<file path="config.mk">
export PLATFORM = sky130hd
export DESIGN_NAME = download_packer_flat
export DESIGN_NICKNAME = d
export VERILOG_FILES = /design/src/ldr_pkg.sv /design/src/loader_if.sv /design/src/download_packer.sv /design/src/flat_wrapper.sv
export SDC_FILE = /design/constraint.sdc
export NUM_CORES = 1
export LEC_CHECK = 0
export BUFFER_PORTS_ARGS = -buffer_cell sky130_fd_sc_hd__buf_2
export CAP_MARGIN = 0
export CORE_MARGIN = 1
export CORE_UTILIZATION = 45
export DETAILED_ROUTE_END_ITERATION = 6
export PLACE_DENSITY = 0.66
export SLEW_MARGIN = 20
export SYNTH_ARGS = -nofsm -noshare
export SYNTH_HDL_FRONTEND = slang
export SYNTH_SLANG_ARGS = --single-unit
</file>
<file path="constraint.sdc">
create_clock -name clk_32m -period 5.52 [get_ports clk_32m]
set_input_delay 0.552 -clock clk_32m [delete_from_list [all_inputs] [get_ports clk_32m]]
set_output_delay 0.552 -clock clk_32m [all_outputs]
set_load 0.05 [all_outputs]
</file>
<file path="src/ldr_pkg.sv">
package ldr_pkg;

	// wishbone data path, one 32-bit word per cycle
	localparam int DATA_W = 32;

	// one select per byte lane
	localparam int SEL_W = DATA_W / 8;

	// byte address as seen by the loader and the core
	localparam int ADDR_W = 24;

	// ram word address, bits 11..2 of the byte address
	localparam int MEM_AW = 10;

	// first downloaded word lands here, word aligned
	localparam logic [ADDR_W-1:0] LOAD_BASE = 24'h000400;

	// flops per spi input synchroniser
	localparam int SYNC_STAGES = 2;

endpackage

</file>
<file path="src/loader_if.sv">
`timescale 1ns/10ps

interface loader_if;

	// single cycle write request
	logic                       wr;
	// held until the next wr pulse
	logic [ldr_pkg::ADDR_W-1:0] addr;
	logic [ldr_pkg::SEL_W-1:0]  sel;
	logic [ldr_pkg::DATA_W-1:0] data;

	// packer side
	modport source (output wr, addr, sel, data);

	// bus mux side
	modport sink (input wr, addr, sel, data);

endinterface

</file>
<file path="src/download_packer.sv">
`timescale 1ns/10ps

module download_packer (
	input  logic       clk_32m,
	input  logic       rst_n_i,
	input  logic [7:0] byte_i,
	input  logic       byte_valid_i,
	input  logic       active_i,
	input  logic       wr_done_i,
	loader_if.source   ld,
	output logic       busy_o
);

	// lane for the next byte, lane 0 is the low byte
	logic [1:0] lane_q;

	// word being assembled
	logic [ldr_pkg::DATA_W-1:0] acc_data_q;
	logic [ldr_pkg::SEL_W-1:0]  acc_sel_q;
	logic [ldr_pkg::DATA_W-1:0] word_nxt;
	logic [ldr_pkg::SEL_W-1:0]  sel_nxt;

	// running byte address of the word in assembly
	logic [ldr_pkg::ADDR_W-1:0] addr_q;

	// request registers, stable between wr pulses
	logic [ldr_pkg::ADDR_W-1:0] ld_addr_q;
	logic [ldr_pkg::DATA_W-1:0] ld_data_q;
	logic [ldr_pkg::SEL_W-1:0]  ld_sel_q;
	logic                       wr_q;

	logic active_d;
	logic pending_q;
	logic act_rise;
	logic act_fall;
	logic emit;

	assign act_rise = active_i & ~active_d;
	assign act_fall = ~active_i & active_d;

	// word and selects including the byte arriving this cycle
	always_comb begin
		word_nxt = acc_data_q;
		sel_nxt  = acc_sel_q;
		if (byte_valid_i) begin
			word_nxt[{lane_q, 3'b000} +: 8] = byte_i;
			sel_nxt[lane_q]                 = 1'b1;
		end
	end

	// full word, or a partial one left over when select goes high
	assign emit = (byte_valid_i && lane_q == 2'd3) || (act_fall && sel_nxt != '0);

	always_ff @(posedge clk_32m) begin
		if (!rst_n_i) begin
			active_d  <= 1'b0;
			lane_q    <= 2'd0;
			acc_sel_q <= '0;
			addr_q    <= ldr_pkg::LOAD_BASE;
			wr_q      <= 1'b0;
			pending_q <= 1'b0;
		end else begin
			active_d <= active_i;
			// wr follows the fourth byte or the fall by one cycle
			wr_q     <= emit;
			if (act_rise) begin
				// every download starts over at the load base
				addr_q    <= ldr_pkg::LOAD_BASE;
				lane_q    <= 2'd0;
				acc_sel_q <= '0;
			end else if (emit) begin
				addr_q    <= addr_q + ldr_pkg::ADDR_W'(4);
				lane_q    <= 2'd0;
				acc_sel_q <= '0;
			end else if (act_fall) begin
				lane_q    <= 2'd0;
				acc_sel_q <= '0;
			end else if (byte_valid_i) begin
				lane_q    <= lane_q + 2'd1;
				acc_sel_q <= sel_nxt;
			end
			// outstanding write until the bus acks it
			if (emit)
				pending_q <= 1'b1;
			else if (wr_done_i)
				pending_q <= 1'b0;
		end
	end

	always_ff @(posedge clk_32m) begin
		if (byte_valid_i)
			acc_data_q <= word_nxt;
		if (emit) begin
			ld_data_q <= word_nxt;
			ld_sel_q  <= sel_nxt;
			ld_addr_q <= addr_q;
		end
	end

	assign ld.wr   = wr_q;
	assign ld.addr = ld_addr_q;
	assign ld.sel  = ld_sel_q;
	assign ld.data = ld_data_q;

	// active_d bridges the cycle between the fall and a flush pulse
	assign busy_o = active_i | active_d | pending_q;

endmodule

</file>
<file path="src/flat_wrapper.sv">
// flat-port wrapper written by rule: the top's interface ports become plain ports
module download_packer_flat 
  (clk_32m, rst_n_i, byte_i, byte_valid_i, active_i, wr_done_i, busy_o, ld_wr, ld_addr, ld_sel, ld_data);
  loader_if ld_i ();
  input  logic clk_32m;
  input  logic rst_n_i;
  input  logic [7:0] byte_i;
  input  logic byte_valid_i;
  input  logic active_i;
  input  logic wr_done_i;
  output logic busy_o;
  output wire logic [$bits(ld_i.wr)-1:0] ld_wr;
  output wire logic [$bits(ld_i.addr)-1:0] ld_addr;
  output wire logic [$bits(ld_i.sel)-1:0] ld_sel;
  output wire logic [$bits(ld_i.data)-1:0] ld_data;
  assign ld_wr = ld_i.wr;
  assign ld_addr = ld_i.addr;
  assign ld_sel = ld_i.sel;
  assign ld_data = ld_i.data;
  download_packer u_core (.clk_32m(clk_32m), .rst_n_i(rst_n_i), .byte_i(byte_i), .byte_valid_i(byte_valid_i), .active_i(active_i), .wr_done_i(wr_done_i), .ld(ld_i), .busy_o(busy_o));
endmodule
</file>
==> qor.yml <==
dieArea_sq_um: 10700
post_drt_wl_per_cell_um: 16.9
nFillCells: 786
drv_cap: 0
ys_seq_area_share_pct: 71.8
regArea_sq_um: 3320
yosys_warnings: 0
finClkSkew_ns: 0.00827
multi_input_area_sq_um: 1240
start_util_pct: 46.9
drtPass1Iterations: 4
critPathLaunchType: "flop"
min_from: "active_i"
final.setup.worst_slack_ns: 2.56
finalCritPeriodShare_pct: 53.6
grt_max_degree: 44
netlist_top_cells_area: "edfxtp_1, dfxtp_1, a22o_1, ha_1, or4_1"
synth_top_area_share_pct: 58.4
ir_drop_mv: 0.170
status: "completed"
drv_slew: 0
rrSetupSlack_ns: 2.56
post-cts-setup-buffers: 0
period_needed_ns: 2.96
root_buffer: "clkbuf_8"
synth_area_leader_cell: "edfxtp_1"
cpMaxStageDelayCell: "dfxtp_1"
hold_violations: 0
setup_viol: 0
ctsHoldBuffers: 0
holdCritPathClass: "in2reg"
final_cell_mix: "edfxtp_1, buf_2, a22o_1"
stdcell_area_sq_um: 5700
gp_congestion: 0.722
powerDensity_nw_per_um2: 382
grt_pass1_vias: 2768
crit_chain: "inv_1 -> ha_1 -> o311a_2 -> nor3_2 -> inv_2 -> buf_4 -> xnor2_1 -> nor2_1"
numCtsBuffers: 17
fin_tns_setup_ns: 0
avgSynthCellArea_sq_um: 15.2
drive_gt1_share_pct: 29.2
viasPerCell: 5.41
slew_headroom_pct: 36.9
dr_total_vias: 2924
cts_tree: "built"
crit_required_ns: 5.89
final_cells: 540
dp_hpwl_mm: 5.62
end_kind: "flop"
worstMarginPinSlew_ns: 0.940
worstHoldPathCells: 2
io_buffers: 72
drtIter0Drc: 129
syn_inst: 305
cts_num_sinks: 121
crit_type: "reg2reg"
area_growth_pct: 23.3
synth_seq_cells: 121
rsz0062_at_grt: "false"
synth_cell_type_count: 43
htreeDepth: 4
post-route-util_pct: 57.8
grt_use_total_pct: 18.3
crit_fanout: 40
dieHeight_um: 103
die_w_um: 103
synthFlopType: "edfxtp_1"
nets: 418
placed_area_sq_um: 5150
cpPeakStageDelay_ns: 0.49
drt-total-wl_mm: 9.14
r2r_cells: 8
async_reset_ff_share_pct: 0
worstPathArrival_ns: 3.33
fmaxAchievable_mhz: 338
placementRows: 36
final_common_cell: "edfxtp_1"
cts_buffer_depth: 2
core_sq_um: 9860
diodes: 0
pre_cts_ws_ns: 2.30
ant_nets: 0
grt_overflow: 0
insertion_delay_ns: 0.51
drc: 0
num_io_pins: 75
r2r-end: "u_core.addr_q[2]"
p_leak_nw: 2.03
ctsResizeCount: 0
r2r-start: "u_core.lane_q[0]"
synth_edf_count: 90
syn_area_sq_um: 4630
hold_end: "u_core.active_d"
dp.cells: 508
antenna_found_initial: 0
clk_pin_slew_ns: 0.06
grt_pass1_wl_mm: 14.2
kinds of logic (layout without fill, tap and decap cells):
kind of cell             Yosys count  in the layout  synth area share (%)
buffers and inverters             16            117                  1.60
multiplexers                       2              2                 0.433
XOR/XNOR                           4              4                 0.758
AO/OA/AOI/OAI                     73             73                  12.2
flip-flops                       121            121                  71.8
adder cells (fa/ha/maj)           11             11                  2.98
other                              1              2                0.0811
AND/OR/NAND/NOR                   77             77                  10.1
flip-flops by register name (all words and copies together) (netlist names):
| signal | count |
|---|---|
| u_core.active_d | 1 |
| u_core.ld.wr | 1 |
| u_core.pending_q | 1 |
| u_core.ld.data | 32 |
| u_core.acc_data_q | 32 |
| u_core.ld.addr | 22 |
| u_core.acc_sel_q | 4 |
| u_core.lane_q | 2 |
| u_core.addr_q | 22 |
| u_core.ld.sel | 4 |
Yosys cell counts, drive strengths merged (5+ instances only):
library cell and count:
or3 5, nand3 6, buf 5, nand4 8, nand2 15, or4 11, a21oi 14, a22o 32
dfxtp 31, inv 9, nor2 7, ha 11, edfxtp 90, o31ai 10, nand2b 5, o21ai 5
nor2b 5
final cells by class:
| type | count | share of cell area, % |
|---|---|---|
| multi-input combinational | 169 | 21.7 |
| clock inverter | 11 | 1.73 |
| inverter | 9 | 0.592 |
| clock buffer | 21 | 7.88 |
| tap | 133 | 2.92 |
| timing repair buffer | 76 | 6.85 |
| sequential | 121 | 58.3 |
worst max-delay path by stage:
| stage | start | end | depth (start not counted) |
|---|---|---|---|
| global route | u_core.lane_q[0] | u_core.addr_q[2] | 8 |
| detailed placement | byte_valid_i | u_core.addr_q[2] | 7 |
| finish | u_core.lane_q[0] | u_core.addr_q[2] | 8 |
| floorplan | u_core.lane_q[0] | u_core.addr_q[2] | 7 |
| CTS | u_core.lane_q[0] | u_core.addr_q[2] | 8 |
| global placement | byte_valid_i | u_core.addr_q[2] | 7 |
power by group:
group | switching (mW) | leakage [nW] | internal, mW
combinational | 0.108 | 0.702 | 0.0376
sequential | 0.0112 | 1.06 | 1.02
clock | 0.383 | 0.264 | 0.619
total | 0.503 | 2.03 | 1.68
worst max-delay path, delay by kind of cell, from the launching register on:
| family | cells | cell delay [ns] |
|---|---|---|
| buffers and inverters | 3 | 0.89 |
| flip-flops | 1 | 0.49 |
| AO/OA/AOI/OAI | 1 | 0.48 |
| AND/OR/NAND/NOR | 2 | 0.39 |
| adder cells (fa/ha/maj) | 1 | 0.32 |
| XOR/XNOR | 1 | 0.23 |
per-stage QoR:
step	total power, mW	hold slack [ns]
after CTS	2.19	0.254
after floorplan	1.15	0.421
after global routing	2.24	0.278
after detailed placement	1.19	0.438
final	2.18	0.271
after global placement	1.19	0.440
layer usage:
| metal | GRT usage [%] | routed length [um] |
|---|---|---|
| met5 | 0 | 0 |
| met4 | 7.69 | 104 |
| met3 | 5.65 | 483 |
| met2 | 26.7 | 4170 |
| met1 | 25.3 | 4380 |
Note: power is estimated with default switching activity, not from simulation.
