### src/ldr_pkg.sv
package ldr_pkg;

	// wishbone data path, one 32-bit word per cycle
	localparam int DATA_W = 32;

	// one select per byte lane
	localparam int SEL_W = DATA_W / 8;

	// byte address as seen by the loader and the core
	localparam int ADDR_W = 24;

	// ram word address, bits 11..2 of the byte address
	localparam int MEM_AW = 10;

	// first downloaded word lands here, word aligned
	localparam logic [ADDR_W-1:0] LOAD_BASE = 24'h000400;

	// flops per spi input synchroniser
	localparam int SYNC_STAGES = 2;

endpackage

### src/spi_byte_rx.sv
`timescale 1ns/10ps

module spi_byte_rx (
	input  logic       clk_32m,
	input  logic       rst_n_i,
	input  logic       spi_sck_i,
	input  logic       spi_ss_n_i,
	input  logic       spi_di_i,
	output logic [7:0] byte_o,
	output logic       byte_valid_o,
	output logic       active_o
);

	// synchroniser chains, oldest sample in the top bit
	logic [ldr_pkg::SYNC_STAGES-1:0] sck_sync;
	logic [ldr_pkg::SYNC_STAGES-1:0] ss_sync;
	logic [ldr_pkg::SYNC_STAGES-1:0] di_sync;

	// previous synced sck for edge detect
	logic sck_d;

	logic       sck_s;
	logic       ss_n_s;
	logic       di_s;
	logic       sck_rise;
	logic [2:0] bit_cnt;
	logic [6:0] shreg;

	// synced versions of the pins
	assign sck_s  = sck_sync[ldr_pkg::SYNC_STAGES-1];
	assign ss_n_s = ss_sync[ldr_pkg::SYNC_STAGES-1];
	assign di_s   = di_sync[ldr_pkg::SYNC_STAGES-1];

	// data and clock share the same delay, so di_s is the bit sampled at the edge
	assign sck_rise = sck_s & ~sck_d;

	// select is active low on the pin
	assign active_o = ~ss_n_s;

	always_ff @(posedge clk_32m) begin
		if (!rst_n_i) begin
			sck_sync     <= '0;
			// idle select is high
			ss_sync      <= '1;
			di_sync      <= '0;
			sck_d        <= 1'b0;
			bit_cnt      <= 3'd0;
			byte_valid_o <= 1'b0;
		end else begin
			sck_sync     <= {sck_sync[ldr_pkg::SYNC_STAGES-2:0], spi_sck_i};
			ss_sync      <= {ss_sync[ldr_pkg::SYNC_STAGES-2:0], spi_ss_n_i};
			di_sync      <= {di_sync[ldr_pkg::SYNC_STAGES-2:0], spi_di_i};
			sck_d        <= sck_s;
			byte_valid_o <= 1'b0;
			// deselect drops any half received byte
			if (ss_n_s) begin
				bit_cnt <= 3'd0;
			end else if (sck_rise) begin
				bit_cnt <= bit_cnt + 3'd1;
				// eighth bit completes the byte
				if (bit_cnt == 3'd7)
					byte_valid_o <= 1'b1;
			end
		end
	end

	// msb first shift, no reset on the data path
	always_ff @(posedge clk_32m) begin
		if (!ss_n_s && sck_rise) begin
			shreg <= {shreg[5:0], di_s};
			if (bit_cnt == 3'd7)
				byte_o <= {shreg, di_s};
		end
	end

endmodule

### config.mk
export PLATFORM = sky130hd
export DESIGN_NAME = spi_byte_rx
export DESIGN_NICKNAME = d
export VERILOG_FILES = /design/src/ldr_pkg.sv /design/src/spi_byte_rx.sv
export SDC_FILE = /design/constraint.sdc
export NUM_CORES = 1
export LEC_CHECK = 0
export BUFFER_PORTS_ARGS = -buffer_cell sky130_fd_sc_hd__buf_2
export CAP_MARGIN = 10
export CORE_MARGIN = 2
export CORE_UTILIZATION = 45
export DETAILED_ROUTE_END_ITERATION = 8
export GPL_ROUTABILITY_DRIVEN = 0
export PLACE_DENSITY = 0.67
export SLEW_MARGIN = 20
export SYNTH_ARGS = -nofsm -noshare
export SYNTH_HDL_FRONTEND = slang
export SYNTH_SLANG_ARGS = --single-unit
### constraint.sdc
create_clock -name clk_32m -period 2.85 [get_ports clk_32m]
set_input_delay 0.57 -clock clk_32m [delete_from_list [all_inputs] [get_ports clk_32m]]
set_output_delay 0.57 -clock clk_32m [all_outputs]
set_load 0.01 [all_outputs]
==> flow_summary.json, run 1 <==
{
  "yosysTopAreaCellShare": 0.539,
  "seq_area_frac_synth": 0.802,
  "rsz0062_at_grt": "no",
  "cp_slowest_stage_delay_ns": 0.32,
  "register_area_um2": 671,
  "peakVddDrop_mv": 0.318,
  "p_comb_frac": 0.018,
  "ys_ff_latch": 26,
  "fmaxAchievable_mhz": 704,
  "dr.pass1.iters": 2,
  "grt_pass1_vias": 377,
  "clock_power_share": 0.368,
  "drt-initial-drc-count": 2,
  "relSlewSlack": 0.800,
  "drc": 0,
  "worst-setup-path-type": "flop to output pin",
  "die-area_um2": 2220,
  "overflow": 0,
  "io-pin-count": 15,
  "clk_pin_slew_worst_paths_ns": 0.13,
  "finalSetupTns_ns": 0,
  "synth-edff-count": 15,
  "clk_latency_ns": 0.31,
  "skew_ns": 0.0104,
  "die_h_um": 47.1,
  "drive_gt1_frac": 0.308,
  "track_usage": 0.107,
  "critPathTopFamily": "flip-flops",
  "cts_root_buf": "clkbuf_4",
  "wl_um": 944,
  "hp-class": "primary input to flop",
  "netSwitchingFraction": 0.161,
  "initial_core_util": 0.479,
  "synth.distinct_cells": 13,
  "core_area_um2": 1750,
  "syn_area_per_cell_um2": 17.4,
  "synth_area_leaders": "edfxtp_1, dfxtp_1, and2_1",
  "cpMaxStageDelayCell": "dfxtp_1",
  "critPathMaxFanout": 4,
  "fillCellCount": 149,
  "period_needed_ns": 1.42,
  "cts_resized": 0,
  "leakage_nw": 0.385,
  "yosys.area.top_type": "edfxtp_1",
  "synth_cells": 48,
  "diodes": 0,
  "rows": 15,
  "switchingPower_mw": 0.105,
  "intPower_mw": 0.547,
  "r2r-start": "sck_sync[1]$_SDFF_PN0_",
  "syn-num-nets": 55,
  "synth_commonest_cells": "edfxtp_1, dfxtp_1, and2_1",
  "numPortBuffers": 14,
  "ys_warn_count": 0,
  "via_count": 382,
  "route.antenna.remaining_nets": 0,
  "critPathCaptureType": "output pin",
  "post_cts_buffers": 0,
  "synth_async_sr_flop_share": 0,
  "final_hold_viol_count": 0,
  "crit_arrival_ns": 0.85,
  "hpwl_um": 668,
  "worstPathCellList": "inv_1, buf_2",
  "yosys.cell_count.top_type": "edfxtp_1",
  "area_growth_pct": 17.1,
  "p_per_area_nw_per_um2": 666,
  "cts_made_buffers": 3,
  "synth.cell_area_um2": 836,
  "avgViaCountPerCell": 4.24,
  "h-tree-depth": 1,
  "status": "complete, no violations",
  "synth-main-ff-cell": "edfxtp_1",
  "min-delay-start": "spi_ss_n_i",
  "setup_viol": 0,
  "fin_crit_sh": 0.498,
  "cts_buffer_depth": 2,
  "worst_pin_slew_ns": 0.300,
  "multi_input_area_um2": 150,
  "cts.sinks": 26,
  "grt_start_max_net_pins": 16,
  "total_power_mw": 0.652,
  "path_buf_inv": 2,
  "fp.dieW_um": 47.1,
  "cp.required_ns": 2.28,
  "tritoncts": "done",
  "grt_antenna_before_repair": 0,
  "crit_start": "ss_sync[1]$_SDFF_PN1_",
  "drv_cap": 0,
  "start_kind": "flop",
  "grt_pass1_wl_um": 1550,
  "seqPwrFrac": 0.615,
  "slew_viol_final": 0,
  "hold_buffers": 0,
  "final_nets": 73,
  "wl_per_cell_um": 10.5
}
==> through the flow <==
stage | hold WS (ns) | utilization | instances | setup slack (ns) | area [um^2]
after floorplan | 0.386 | - | 48 | 1.73 | 836
after global placement | 0.395 | 0.530 | 86 | 1.66 | 926
after detailed placement | 0.404 | 0.530 | 86 | 1.63 | 926
after CTS | 0.419 | 0.561 | 90 | 1.40 | 978
after global routing | 0.415 | 0.561 | 90 | 1.35 | 978
final | 0.431 | 0.561 | 90 | 1.43 | 978
==> worst paths after layout <==
path,endpoint,slack [ns],cells past startpoint
min,ss_sync[0]$_SDFF_PN1_,0.43,2
max,active_o,1.43,2
max reg2reg,shreg[4]$_DFFE_PP_,1.64,2
min reg2reg,ss_sync[1]$_SDFF_PN1_,0.44,1
==> state kept, by name (all words and copies together) (netlist names) <==
name,flops
sck_d,1
bit_cnt,3
di_sync,2
byte_o,8
ss_sync,2
shreg,7
sck_sync,2
byte_valid_o,1
==> layer usage <==
layer | global-route usage | part of all wire
met1 | 0.125 | 0.48
met2 | 0.162 | 0.47
met3 | 0.0346 | 0.046
met4 | 0.0833 | 0
met5 | 0 | 0
==> layout make-up <==
type / instances / share of cell area
Sequential cell: 26 / 0.685
Multi-Input combinational cell: 20 / 0.153
Timing Repair Buffer: 14 / 0.0716
Tap cell: 25 / 0.0320
Clock inverter: 1 / 0.0307
Clock buffer: 3 / 0.0230
Inverter: 1 / 0.00384
==> power by group through the flow <==
stage	sequential [mW]	combinational [mW]	clock [mW]
after global routing	0.401	0.0131	0.264
final	0.401	0.0115	0.240
after detailed placement	0.409	0.0117	0
after CTS	0.401	0.0118	0.249
after global placement	0.409	0.0113	0
after floorplan	0.408	0.00788	0
==> layout by cell type, fill, tap and decap left out <==
cell	Yosys	final
edfxtp_1	15	15
nor2b_4	1	1
and2_1	7	7
ha_1	2	2
and3_4	1	1
inv_1	1	1
buf_2	0	14
nand2_1	1	1
dfxtp_1	11	11
mux2i_1	2	2
bufinv_16	0	1
nand2b_1	2	2
nor2_1	3	3
xnor2_1	1	1
clkbuf_4	0	3
==> cells by family (layout without fill, tap and decap cells) <==
kind of cell,after synthesis,in the layout,synth area share
mux,2,2,0.0240
flops,26,26,0.802
simple gates,15,15,0.115
xor+xnor,1,1,0.0105
buf+inv,2,19,0.0180
fa+ha+maj,2,2,0.0299
(Power assumes the default switching activity.)
==> run 2: changes to the inputs <==
--- a/config.mk
+++ b/config.mk
@@ -11,7 +11,7 @@
 export CORE_UTILIZATION = 45
 export DETAILED_ROUTE_END_ITERATION = 8
 export GPL_ROUTABILITY_DRIVEN = 0
-export PLACE_DENSITY = 0.67
+export PLACE_DENSITY = 0.69
 export SLEW_MARGIN = 20
 export SYNTH_ARGS = -nofsm -noshare
 export SYNTH_HDL_FRONTEND = slang
==> constraint.sdc (replaced) <==
create_clock -name clk_32m -period 1.2 [get_ports clk_32m]
set_input_delay 0.24 -clock clk_32m [delete_from_list [all_inputs] [get_ports clk_32m]]
set_output_delay 0.24 -clock clk_32m [all_outputs]
set_load 0.01 [all_outputs]
==> run 2 against run 1 <==
  * Final area up 1.9%
  * Routed wire length up 12%
  * Core utilization up 1.1 points
  * Worst hold slack worse by 0.31 ns
  * Cell count up 3.3%
  * Global-route usage down 0.79 points
  * Setup slack worse by 1.4 ns
  * Critical path depth up 1
==> flow_summary.json, run 2 (synthesized netlist as in run 1, its figures left out) <==
{
  "clk_latency_ns": 0.30,
  "h-tree-depth": 1,
  "relSlewSlack": 0.907,
  "diodes": 0,
  "rows": 15,
  "ff2ff_path_depth": 3,
  "leakage_nw": 0.380,
  "critPathMaxFanout": 5,
  "grt_start_max_net_pins": 15,
  "peakVddDrop_mv": 0.675,
  "cts_buffer_depth": 2,
  "io-pin-count": 15,
  "dp_slack_ns": 0.0278,
  "setup_viol": 0,
  "wl_um": 1060,
  "dr.pass1.iters": 4,
  "numPortBuffers": 14,
  "top_regs": "byte_o x8, shreg x7, bit_cnt x3",
  "worstPathCellList": "ha_2, ha_4, and3_4",
  "grt_pass1_wl_um": 1460,
  "skew_ns": 0.00810,
  "die-area_um2": 2220,
  "wl_per_cell_um": 11.4,
  "final_nets": 76,
  "fp.dieW_um": 47.1,
  "placed_area_um2": 933,
  "route.antenna.remaining_nets": 0,
  "cp.required_ns": 1.23,
  "slew_viol_final": 0,
  "postLayoutCellArea_um2": 997,
  "critPathCaptureType": "flop",
  "drt-initial-drc-count": 9,
  "overflow": 0,
  "grt_antenna_before_repair": 0,
  "fillCellCount": 146,
  "largest_reg_flops": 8,
  "final_cell_mix": "edfxtp_1, buf_2, dfxtp_1",
  "worst_pin_slew_ns": 0.136,
  "via_count": 409,
  "layout_commonest_cell": "edfxtp_1",
  "area_growth_pct": 19.3,
  "clk_pin_slew_worst_paths_ns": 0.13,
  "hpwl_um": 700,
  "avgViaCountPerCell": 4.40,
  "status": "complete, no violations",
  "crit_arrival_ns": 1.19,
  "worst-setup-path-type": "flop to flop",
  "period_needed_ns": 1.16,
  "layout_setup_ws_ns": 0.0353,
  "p_per_area_nw_per_um2": 1340,
  "track_usage": 0.0991,
  "hp-class": "primary input to flop",
  "final_hold_viol_count": 0,
  "cts.sinks": 26,
  "top_register": "byte_o",
  "cp_slowest_stage_delay_ns": 0.35,
  "grt_pass1_vias": 335,
  "cts_made_buffers": 3,
  "core_area_um2": 1750,
  "hold_buffers": 0,
  "initial_core_util": 0.479,
  "start_kind": "flop",
  "hold_depth": 2,
  "fin_crit_sh": 0.971,
  "fmaxAchievable_mhz": 859,
  "total_power_mw": 1.34,
  "drv_cap": 0,
  "tritoncts": "done",
  "cpMaxStageDelayCell": "dfxtp_2",
  "drc": 0,
  "drive_gt1_frac": 0.412,
  "finalSetupTns_ns": 0,
  "die_h_um": 47.1,
  "cts_root_buf": "clkbuf_4"
}
## run 2: cell count changes in the layout (fill, tap and decap cells not counted), moves of 2 or more
cell | before | now
ha_1 | 2 | 0
dfxtp_2 | 0 | 2
dfxtp_1 | 11 | 9
buf_4 | 0 | 2
## run 2: cell type report
cell class	instances	area [um^2]	share of cell area
clock buffers	4	26.3	0.0263
inverters	1	3.75	0.00376
multi-input cells	21	178	0.178
flip-flops and latches	26	673	0.675
well taps	25	31.3	0.0314
repair buffers	16	85.1	0.0853
## run 2: stage by stage
step	cells	utilization	hold WS, ns
2_1_floorplan	48	-	0.313
3_3_place_gp	87	0.535	0.389
3_5_place_dp	87	0.535	0.411
4_1_cts	91	0.550	0.116
5_1_grt	93	0.571	0.108
6_report	93	0.571	0.121
## run 2: metal layers
layer,track usage,share of wire,up-vias,wire length (um)
met1,0.123,0.47,190,498
li1,-,-,205,-
met3,0.0346,0.037,0,39
met4,0.0500,0,0,0
met5,0,0,-,0
met2,0.153,0.49,14,524
## run 2: path summary, 6_finish.rpt
| check | from | endpoint | slack, ns |
|---|---|---|---|
| min reg2reg | ss_sync[0]$_SDFF_PN1_ | ss_sync[1]$_SDFF_PN1_ | 0.42 |
| max reg2reg | bit_cnt[0]$_SDFFE_PP0P_ | byte_o[0]$_DFFE_PP_ | 0.04 |
| max | bit_cnt[0]$_SDFFE_PP0P_ | byte_o[0]$_DFFE_PP_ | 0.04 |
| min | spi_ss_n_i | ss_sync[0]$_SDFF_PN1_ | 0.12 |
## run 2: repair_timing
item                                    4_1_cts  5_1_grt
endpoints found under the hold margin         0        0
setup buffers                                 0        1
gates resized for setup                       0        8
endpoints found under the setup margin        0       16
## run 2: critical path: cells and delay by family, from the launching register on
kind	cells	cell delay, ns
DFF	1	0.35
adders and majority gates	2	0.31
and+or+nand+nor	1	0.22
## run 2: power breakdown
part | switching, mW | internal (mW)
clock network | 0.225 | 0.129
registers | 0.00437 | 0.947
logic | 0.0139 | 0.0168
total | 0.244 | 1.09
