<file path="src/ldr_pkg.sv">
package ldr_pkg;

	// wishbone data path, one 32-bit word per cycle
	localparam int DATA_W = 32;

	// one select per byte lane
	localparam int SEL_W = DATA_W / 8;

	// byte address as seen by the loader and the core
	localparam int ADDR_W = 24;

	// ram word address, bits 11..2 of the byte address
	localparam int MEM_AW = 10;

	// first downloaded word lands here, word aligned
	localparam logic [ADDR_W-1:0] LOAD_BASE = 24'h000400;

	// flops per spi input synchroniser
	localparam int SYNC_STAGES = 2;

endpackage

</file>
<file path="src/wb_if.sv">
`timescale 1ns/10ps

interface wb_if;

	// cycle framing
	logic cyc;
	logic stb;
	logic we;

	// request payload
	logic [ldr_pkg::SEL_W-1:0]  sel;
	logic [ldr_pkg::ADDR_W-1:0] adr;
	logic [ldr_pkg::DATA_W-1:0] dat_w;

	// response
	logic [ldr_pkg::DATA_W-1:0] dat_r;
	logic                       ack;

	// bus owner side
	modport master (
		output cyc, stb, we, sel, adr, dat_w,
		input  dat_r, ack
	);

	// memory side
	modport slave (
		input  cyc, stb, we, sel, adr, dat_w,
		output dat_r, ack
	);

endinterface

</file>
<file path="src/loader_if.sv">
`timescale 1ns/10ps

interface loader_if;

	// single cycle write request
	logic                       wr;
	// held until the next wr pulse
	logic [ldr_pkg::ADDR_W-1:0] addr;
	logic [ldr_pkg::SEL_W-1:0]  sel;
	logic [ldr_pkg::DATA_W-1:0] data;

	// packer side
	modport source (output wr, addr, sel, data);

	// bus mux side
	modport sink (input wr, addr, sel, data);

endinterface

</file>
<file path="src/mem_bus_mux.sv">
`timescale 1ns/10ps

module mem_bus_mux (
	input  logic        clk_32m,
	input  logic        rst_n_i,
	input  logic        loading_i,
	loader_if.sink      ld,
	wb_if.master        wb,
	output logic        wr_done_o,
	input  logic        core_cyc_i,
	input  logic        core_stb_i,
	input  logic        core_we_i,
	input  logic [3:0]  core_sel_i,
	input  logic [23:0] core_adr_i,
	input  logic [31:0] core_dat_i,
	output logic [31:0] core_dat_o,
	output logic        core_ack_o
);

	// loader strobe, held from the wr pulse until ram ack
	logic loader_stb;

	always_ff @(posedge clk_32m) begin
		if (!rst_n_i) begin
			loader_stb <= 1'b0;
		end else if (ld.wr) begin
			loader_stb <= 1'b1;
		end else if (wb.ack) begin
			// drops the cycle after ack
			loader_stb <= 1'b0;
		end
	end

	// ack of a loader cycle frees the packer for the next word
	assign wr_done_o = loader_stb & wb.ack;

	// loader owns the bus for the whole download
	assign wb.cyc = loading_i ? loader_stb : core_cyc_i;
	assign wb.stb = loading_i ? loader_stb : core_stb_i;
	// loader only ever writes
	assign wb.we  = loading_i ? 1'b1 : core_we_i;
	assign wb.sel = loading_i ? ld.sel : core_sel_i;

	// word aligned on both paths
	assign wb.adr = loading_i ? {ld.addr[23:2], 2'b00} : {core_adr_i[23:2], 2'b00};

	assign wb.dat_w = loading_i ? ld.data : core_dat_i;

	// read data goes straight back to the core
	assign core_dat_o = wb.dat_r;

	// core sees no ack while it is locked out
	assign core_ack_o = loading_i ? 1'b0 : wb.ack;

endmodule

</file>
<file path="src/flat_wrapper.sv">
// flat-port wrapper written by rule: the top's interface ports become plain ports
module mem_bus_mux_flat 
  (clk_32m, rst_n_i, loading_i, wr_done_o, core_cyc_i, core_stb_i, core_we_i, core_sel_i, core_adr_i, core_dat_i, core_dat_o, core_ack_o, ld_wr, ld_addr, ld_sel, ld_data, wb_cyc, wb_stb, wb_we, wb_sel, wb_adr, wb_dat_w, wb_dat_r, wb_ack);
  loader_if ld_i ();
  wb_if wb_i ();
  input  logic clk_32m;
  input  logic rst_n_i;
  input  logic loading_i;
  output logic wr_done_o;
  input  logic core_cyc_i;
  input  logic core_stb_i;
  input  logic core_we_i;
  input  logic [3:0] core_sel_i;
  input  logic [23:0] core_adr_i;
  input  logic [31:0] core_dat_i;
  output logic [31:0] core_dat_o;
  output logic core_ack_o;
  input wire logic [$bits(ld_i.wr)-1:0] ld_wr;
  input wire logic [$bits(ld_i.addr)-1:0] ld_addr;
  input wire logic [$bits(ld_i.sel)-1:0] ld_sel;
  input wire logic [$bits(ld_i.data)-1:0] ld_data;
  output wire logic [$bits(wb_i.cyc)-1:0] wb_cyc;
  output wire logic [$bits(wb_i.stb)-1:0] wb_stb;
  output wire logic [$bits(wb_i.we)-1:0] wb_we;
  output wire logic [$bits(wb_i.sel)-1:0] wb_sel;
  output wire logic [$bits(wb_i.adr)-1:0] wb_adr;
  output wire logic [$bits(wb_i.dat_w)-1:0] wb_dat_w;
  input wire logic [$bits(wb_i.dat_r)-1:0] wb_dat_r;
  input wire logic [$bits(wb_i.ack)-1:0] wb_ack;
  assign ld_i.wr = ld_wr;
  assign ld_i.addr = ld_addr;
  assign ld_i.sel = ld_sel;
  assign ld_i.data = ld_data;
  assign wb_cyc = wb_i.cyc;
  assign wb_stb = wb_i.stb;
  assign wb_we = wb_i.we;
  assign wb_sel = wb_i.sel;
  assign wb_adr = wb_i.adr;
  assign wb_dat_w = wb_i.dat_w;
  assign wb_i.dat_r = wb_dat_r;
  assign wb_i.ack = wb_ack;
  mem_bus_mux u_core (.clk_32m(clk_32m), .rst_n_i(rst_n_i), .loading_i(loading_i), .ld(ld_i), .wb(wb_i), .wr_done_o(wr_done_o), .core_cyc_i(core_cyc_i), .core_stb_i(core_stb_i), .core_we_i(core_we_i), .core_sel_i(core_sel_i), .core_adr_i(core_adr_i), .core_dat_i(core_dat_i), .core_dat_o(core_dat_o), .core_ack_o(core_ack_o));
endmodule
</file>
<file path="config.mk">
export PLATFORM = sky130hd
export DESIGN_NAME = mem_bus_mux_flat
export DESIGN_NICKNAME = d
export VERILOG_FILES = /design/src/ldr_pkg.sv /design/src/wb_if.sv /design/src/loader_if.sv /design/src/mem_bus_mux.sv /design/src/flat_wrapper.sv
export SDC_FILE = /design/constraint.sdc
export NUM_CORES = 1
export LEC_CHECK = 0
export ABC_AREA = 1
export BUFFER_PORTS_ARGS = -buffer_cell sky130_fd_sc_hd__buf_4
export CORE_AREA = 2 2 99 101
export DETAILED_ROUTE_END_ITERATION = 16
export DIE_AREA = 0 0 101 103
export HOLD_SLACK_MARGIN = 0.1
export PLACE_DENSITY = 0.45
export SLEW_MARGIN = 20
export SYNTH_ARGS = -nofsm -noshare
export SYNTH_HDL_FRONTEND = slang
export SYNTH_SLANG_ARGS = --single-unit
</file>
<file path="constraint.sdc">
create_clock -name clk_32m -period 0.81 [get_ports clk_32m]
set_input_delay 0 -clock clk_32m [delete_from_list [all_inputs] [get_ports clk_32m]]
set_output_delay 0 -clock clk_32m [all_outputs]
set_load 0.005 [all_outputs]
</file>
==> flow_metrics.tcl, run 1 <==
set metrics [dict create \
    std_cell_rows 36 \
    end_kind "output pin" \
    area_share_of_the_largest_cell_type_after_synthesis_pct 60.4 \
    number_of_vias_after_detailed_routing 2004 \
    worst-setup-path-type "in -> out" \
    grt.overflow.total 0 \
    drcViolationCount 0 \
    hold_path_class "in -> reg" \
    cp_slowest_stage_delay_ns 0.16 \
    synthesis_warning_total 0 \
    clk_pin_slew_ns 0 \
    mostFrequentLayoutCells "190 x buf_4, 181 x nand2_1, 32 x dlygate4sd3_1" \
    place_congestion 0.731 \
    max-vdd-ir-drop_mv 0.314 \
    finish.net_count 579 \
    cp_cell_sequence "buf_4 > inv_6 > buf_12 > nand2_1 > nand2_1 > buf_4" \
    first_pass_iters 4 \
    initialDrtViolationCount 42 \
    synth.cell_area_um2 1120 \
    cellLeakagePower_nw 1.66 \
    final.period_utilization_pct 85.0 \
    detailed_place_hpwl_mm 4.55 \
    finalSetupTns_ns 0 \
    rsz0062_at_grt "no" \
    worst_path_max_delay_cell "buf_12" \
    routed_via_density 3.77 \
    finalPower_mw 1.45 \
    port_buffers 186 \
    diodes 0 \
    routedWlPerCell_um 10.8 \
    synth_cell_type_count 10 \
    worstPathBufferInverterCount 4 \
    final_number_of_max_transition_violations 0 \
    cts.repair_timing.setup_buffer_count 0 \
    max_cap_violations 0 \
    core_area_um2 9460 \
    yosysTopAreaCell "nand2_1" \
    max_clk_rate_ghz 1.45 \
    timing.final.crit_period_ns 0.688 \
    synth-seq-cells 1 \
    route.final.wire_length_mm 5.73 \
    grt_first_pass_wirelength_mm 7.68 \
    fin_area_um2 2700 \
    numPlacedInstances 499 \
    clock_power_share_pct 0 \
    io_pins 257 \
    syn_inst 238 \
    start_util_pct 11.9 \
    crit_arrival_ns 0.69 \
    number_of_antenna_violations_at_the_first_check_in_global_routing 0 \
    worstSetupStartpointType "input pin" \
    yosys-top-cells-area "nand2_1 60%, buf_4 26%, buf_6 8.0%, dfxtp_1 1.8%, inv_1 1.3%" \
    fp.dieW_um 101 \
    outcome "completed" \
    switchingPower_mw 0.499 \
    mostFrequentLayoutCell "buf_4" \
    intPower_mw 0.954 \
    critPathRequiredTime_ns 0.81 \
    grt_pass1_vias 1825 \
    whs_ns 0.236 \
    grtUsageTotal_pct 8.86 \
    reg.largest.list "u_core.loader_stb: 1 flops" \
    synth-seq-area-share_pct 1.78 \
    pwr-share-comb_pct 96.1 \
    finClkSkew_ns 0 \
    report.final.hold_viol_count 0 \
    setup-violations-final 0 \
    cell_family_with_the_largest_share_of_critical_path_delay "buffers and inverters" \
    placed_cell_area_um2 2370 \
    power_per_cell_area_nw_per_um2 539 \
    sequentialPowerShare_pct 3.9 \
    grt_start_max_net_pins 28 \
    layout.filler_cells 1035 \
    die_height_um 103 \
    power_switching_share_pct 34.3 \
    clk_latency_ns 0 \
    regMostFlops "u_core.loader_stb" \
    drive_gt1_share_pct 46.8 \
    layout_overhead_on_the_synthesized_area_pct 140 \
    largest_register_ff_count 1 \
    final-instance-count-excl-fill 531 \
    crit_path_max_fanout 18 \
    die_area_um2 10400 \
    detail-route-antenna-nets 0 \
    synth.avg_cell_area_um2 4.73 \
]
==> layer usage <==
metal / track usage [%] / routed length [um] / vias to the layer above / share of wire (%)
met5: 0 / 0 / - / 0
met3: 0.339 / 471 / 0 / 8.2
met2: 21.4 / 3410 / 130 / 59
met4: 0 / 0 / 0 / 0
li1: - / - / 1020 / -
met1: 8.26 / 1850 / 854 / 32
==> synth_stat cells <==
cell type	instances
nand2_1	181
conb_1	1
nor2_1	1
dfxtp_1	1
or2_2	1
inv_1	4
buf_4	39
buf_6	8
inv_6	1
a21oi_1	1
==> metrics by stage <==
stage               util (%)  setup WS [ns]
CTS                     28.5         0.0893
finish                  28.5          0.122
global route            28.5         0.0561
detailed placement      25.1         0.0906
global placement        25.1         0.0969
floorplan                  -          0.279
==> what timing repair did <==
item | 4_1_cts | 5_1_grt
hold buffers | 32 | 0
gates resized for setup | 0 | 0
hold endpoints to repair | 32 | 0
==> area by class of cell <==
| cell class | instances | area [um2] | area share, % |
|---|---|---|---|
| Sequential cell | 1 | 20.0 | 0.743 |
| Timing Repair Buffer | 225 | 1810 | 67.0 |
| Multi-Input combinational cell | 186 | 702 | 26.0 |
| Tap cell | 114 | 143 | 5.29 |
| Inverter | 5 | 23.8 | 0.882 |
==> worst paths after layout <==
path	slack [ns]	cells past startpoint	from	end
hold / removal	0.24	3	rst_n_i	u_core.loader_stb
setup reg to reg	0.22	2	u_core.loader_stb	u_core.loader_stb
setup / recovery	0.12	6	loading_i	wb_adr[13]
hold reg to reg	0.48	2	u_core.loader_stb	u_core.loader_stb
==> worst register-to-register path, cell delays in order, from the launching register on <==
cell	delay (ns)
dfxtp_1	0.33
nand2_1	0.06
a21oi_1	0.12
==> logic make-up after synthesis <==
family / synth area share [%]
compound gates: 0.445
buf+inv: 36.2
flops: 1.78
other cells: 0.333
simple gates: 61.3
==> power groups by stage <==
| stage | combinational, mW | clock, mW | sequential, mW |
|---|---|---|---|
| 6_report | 1.40 | 0 | 0.0562 |
| 5_1_grt | 1.54 | 0 | 0.0564 |
| 4_1_cts | 1.42 | 0 | 0.0562 |
| 3_5_place_dp | 1.27 | 0 | 0.0562 |
| 3_3_place_gp | 1.26 | 0 | 0.0561 |
| 2_1_floorplan | 0.530 | 0 | 0.0553 |
Power figures use the tool's default switching activity.
==> run 2, diff against run 1 <==
- ABC_AREA: 1 -> 0
- PLACE_DENSITY: 0.45 -> 0.47
- clock period: 0.81 -> 0.8 ns (I/O delays scaled with it)
==> run 2 against run 1 <==
  * Area after synthesis rose by 17%
  * Synthesized cell count fell by 53%
  * Critical endpoint is now wb_dat_w[5]
  * Clock skew did not move
  * Critical path type unchanged
  * Sequential cell count did not move
  * Combinational power rose by 14%
  * Highest routed layer unchanged
  * Die area did not move
  * Via count fell by 23%
==> flow_metrics.tcl, run 2 <==
set metrics [dict create \
    max_cap_violations 0 \
    hold_path_class "in -> reg" \
    numPlacedInstances 377 \
    layout_overhead_on_the_synthesized_area_pct 122 \
    fin_area_um2 2910 \
    area_used_by_multi_input_combinational_logic_um2 921 \
    number_of_vias_after_detailed_routing 1546 \
    grt_start_max_net_pins 23 \
    mostFrequentLayoutCells "189 x buf_4, 57 x mux2_4, 32 x dlygate4sd3_1" \
    clk_latency_ns 0 \
    port_buffers 186 \
    worstSetupStartpointType "input pin" \
    outcome "completed" \
    layout.filler_cells 973 \
    std_cell_rows 36 \
    end_kind "output pin" \
    first_pass_iters 3 \
    finClkSkew_ns 0 \
    final_number_of_max_transition_violations 0 \
    crit_arrival_ns 0.80 \
    mostFrequentLayoutCell "buf_4" \
    grtUsageTotal_pct 8.88 \
    number_of_antenna_violations_at_the_first_check_in_global_routing 0 \
    routedWlPerCell_um 14.1 \
    synth_cell_type_count 14 \
    io_pins 257 \
    setup-violations-final 0 \
    synth_enable_flop_cells 0 \
    synthArstFlopShare_pct 0 \
    critPathRequiredTime_ns 0.80 \
    finish.net_count 458 \
    detailed_place_hpwl_mm 4.78 \
    place_worst_setup_slack_ns -0.0696 \
    cellLeakagePower_nw 1.60 \
    rsz0062_at_grt "yes" \
    initialDrtViolationCount 11 \
    worst-setup-path-type "in -> out" \
    detail-route-antenna-nets 0 \
    final-instance-count-excl-fill 410 \
    report.final.hold_viol_count 0 \
    fp.dieW_um 101 \
    synth-seq-cells 1 \
    worst_slack_ns 0.00153 \
    routed_via_density 3.77 \
    area_share_of_the_largest_cell_type_after_synthesis_pct 62.8 \
    largest_register_ff_count 1 \
    placed_cell_area_um2 2550 \
    grt.overflow.total 0 \
    timing.final.crit_period_ns 0.798 \
    diodes 0 \
    postSynth.topFlopCell "dfxtp_1" \
    syn_inst 111 \
    grt_pass1_vias 1443 \
    yosys.cell_count.top_type "mux2_4" \
    finalSetupTns_ns 0 \
    synth.avg_cell_area_um2 11.8 \
    max_clk_rate_ghz 1.25 \
    reg.largest.list "u_core.loader_stb: 1 flops" \
    synth.cell_area_um2 1320 \
    max-vdd-ir-drop_mv 0.281 \
    route.final.wire_length_mm 5.76 \
    synth_commonest_cells "55 x mux2_4, 34 x buf_4, 5 x buf_12" \
    finalPower_mw 1.65 \
    clk_pin_slew_ns 0 \
    area.sequential_um2 20.0 \
    drcViolationCount 0 \
    die_height_um 103 \
    start_util_pct 13.9 \
    die_area_um2 10400 \
    synth-seq-area-share_pct 1.52 \
    cts.repair_timing.setup_buffer_count 0 \
    drive_gt1_share_pct 85.1 \
    core_area_um2 9460 \
    synthesis_warning_total 0 \
    power_per_cell_area_nw_per_um2 566 \
    crit_path_max_fanout 8 \
    grt_first_pass_wirelength_mm 7.24 \
    regMostFlops "u_core.loader_stb" \
    yosysTopAreaCell "mux2_4" \
    place_congestion 0.752 \
    final.period_utilization_pct 99.8 \
    yosys-top-cells-area "mux2_4 63%, buf_4 19%, buf_12 7.6%, mux2_2 2.6%, buf_6 1.7%" \
]
-- run 2: cell count changes in the layout (fill, tap and decap cells not counted), moves of 2 or more --
cell	change
nand2_1	-180
nor2b_1	+2
inv_1	-2
mux2_4	+57
o21ai_0	+2
-- run 2: cells by family (layout without fill, tap and decap cells) --
kind of cell | Yosys count | in the layout | share of synthesized area, %
other | 1 | 2 | 0.285
AO/OA/AOI/OAI | 3 | 3 | 1.33
AND/OR/NAND/NOR | 5 | 5 | 2.19
multiplexers | 58 | 58 | 65.4
buffers and inverters | 43 | 227 | 29.3
flip-flops | 1 | 1 | 1.52
-- run 2: power by group --
group	internal (mW)	switching, mW
registers	0.0543	0.00228
logic	1.16	0.436
clock network	0	0
-- run 2: worst max-delay path, stage by stage --
cell and delay [ns]:
buf_8 0.12, buf_4 0.21, mux2_4 0.32, buf_4 0.14
-- run 2: metal layers --
metal  vias up  part of all wire [%]  track usage (%)
met3         0                    13             1.97
met2       133                    60             20.6
met4         0                     0            0.104
met5         -                     0                0
met1       695                    27             7.90
li1        718                     -                -
-- run 2: path summary, 6_finish.rpt --
path	from	to	slack (ns)	depth (start not counted)
hold / removal	rst_n_i	u_core.loader_stb	0.22	2
setup / recovery	loading_i	wb_dat_w[5]	0.002	4
setup reg to reg	u_core.loader_stb	u_core.loader_stb	0.09	2
hold reg to reg	u_core.loader_stb	u_core.loader_stb	0.63	2
-- run 2: repair_timing --
item	in CTS	in global routing
endpoints found under the hold margin	32	0
gates resized for setup	3	2
hold buffers	32	0
cloned	1	0
endpoints found under the setup margin	47	27
-- run 2: cell type report --
type	count	area share, %
repair buffers	225	62.5
multi-input cells	68	31.6
well taps	114	4.90
flip-flops and latches	1	0.687
inverters	2	0.258
-- run 2: metrics by stage --
step | util [%] | hold WS [ns]
global placement | 27.0 | 0.0000346
detailed placement | 27.0 | 0.0000346
global route | 30.8 | 0.230
finish | 30.8 | 0.218
CTS | 30.7 | 0.210
floorplan | - | 0.0808
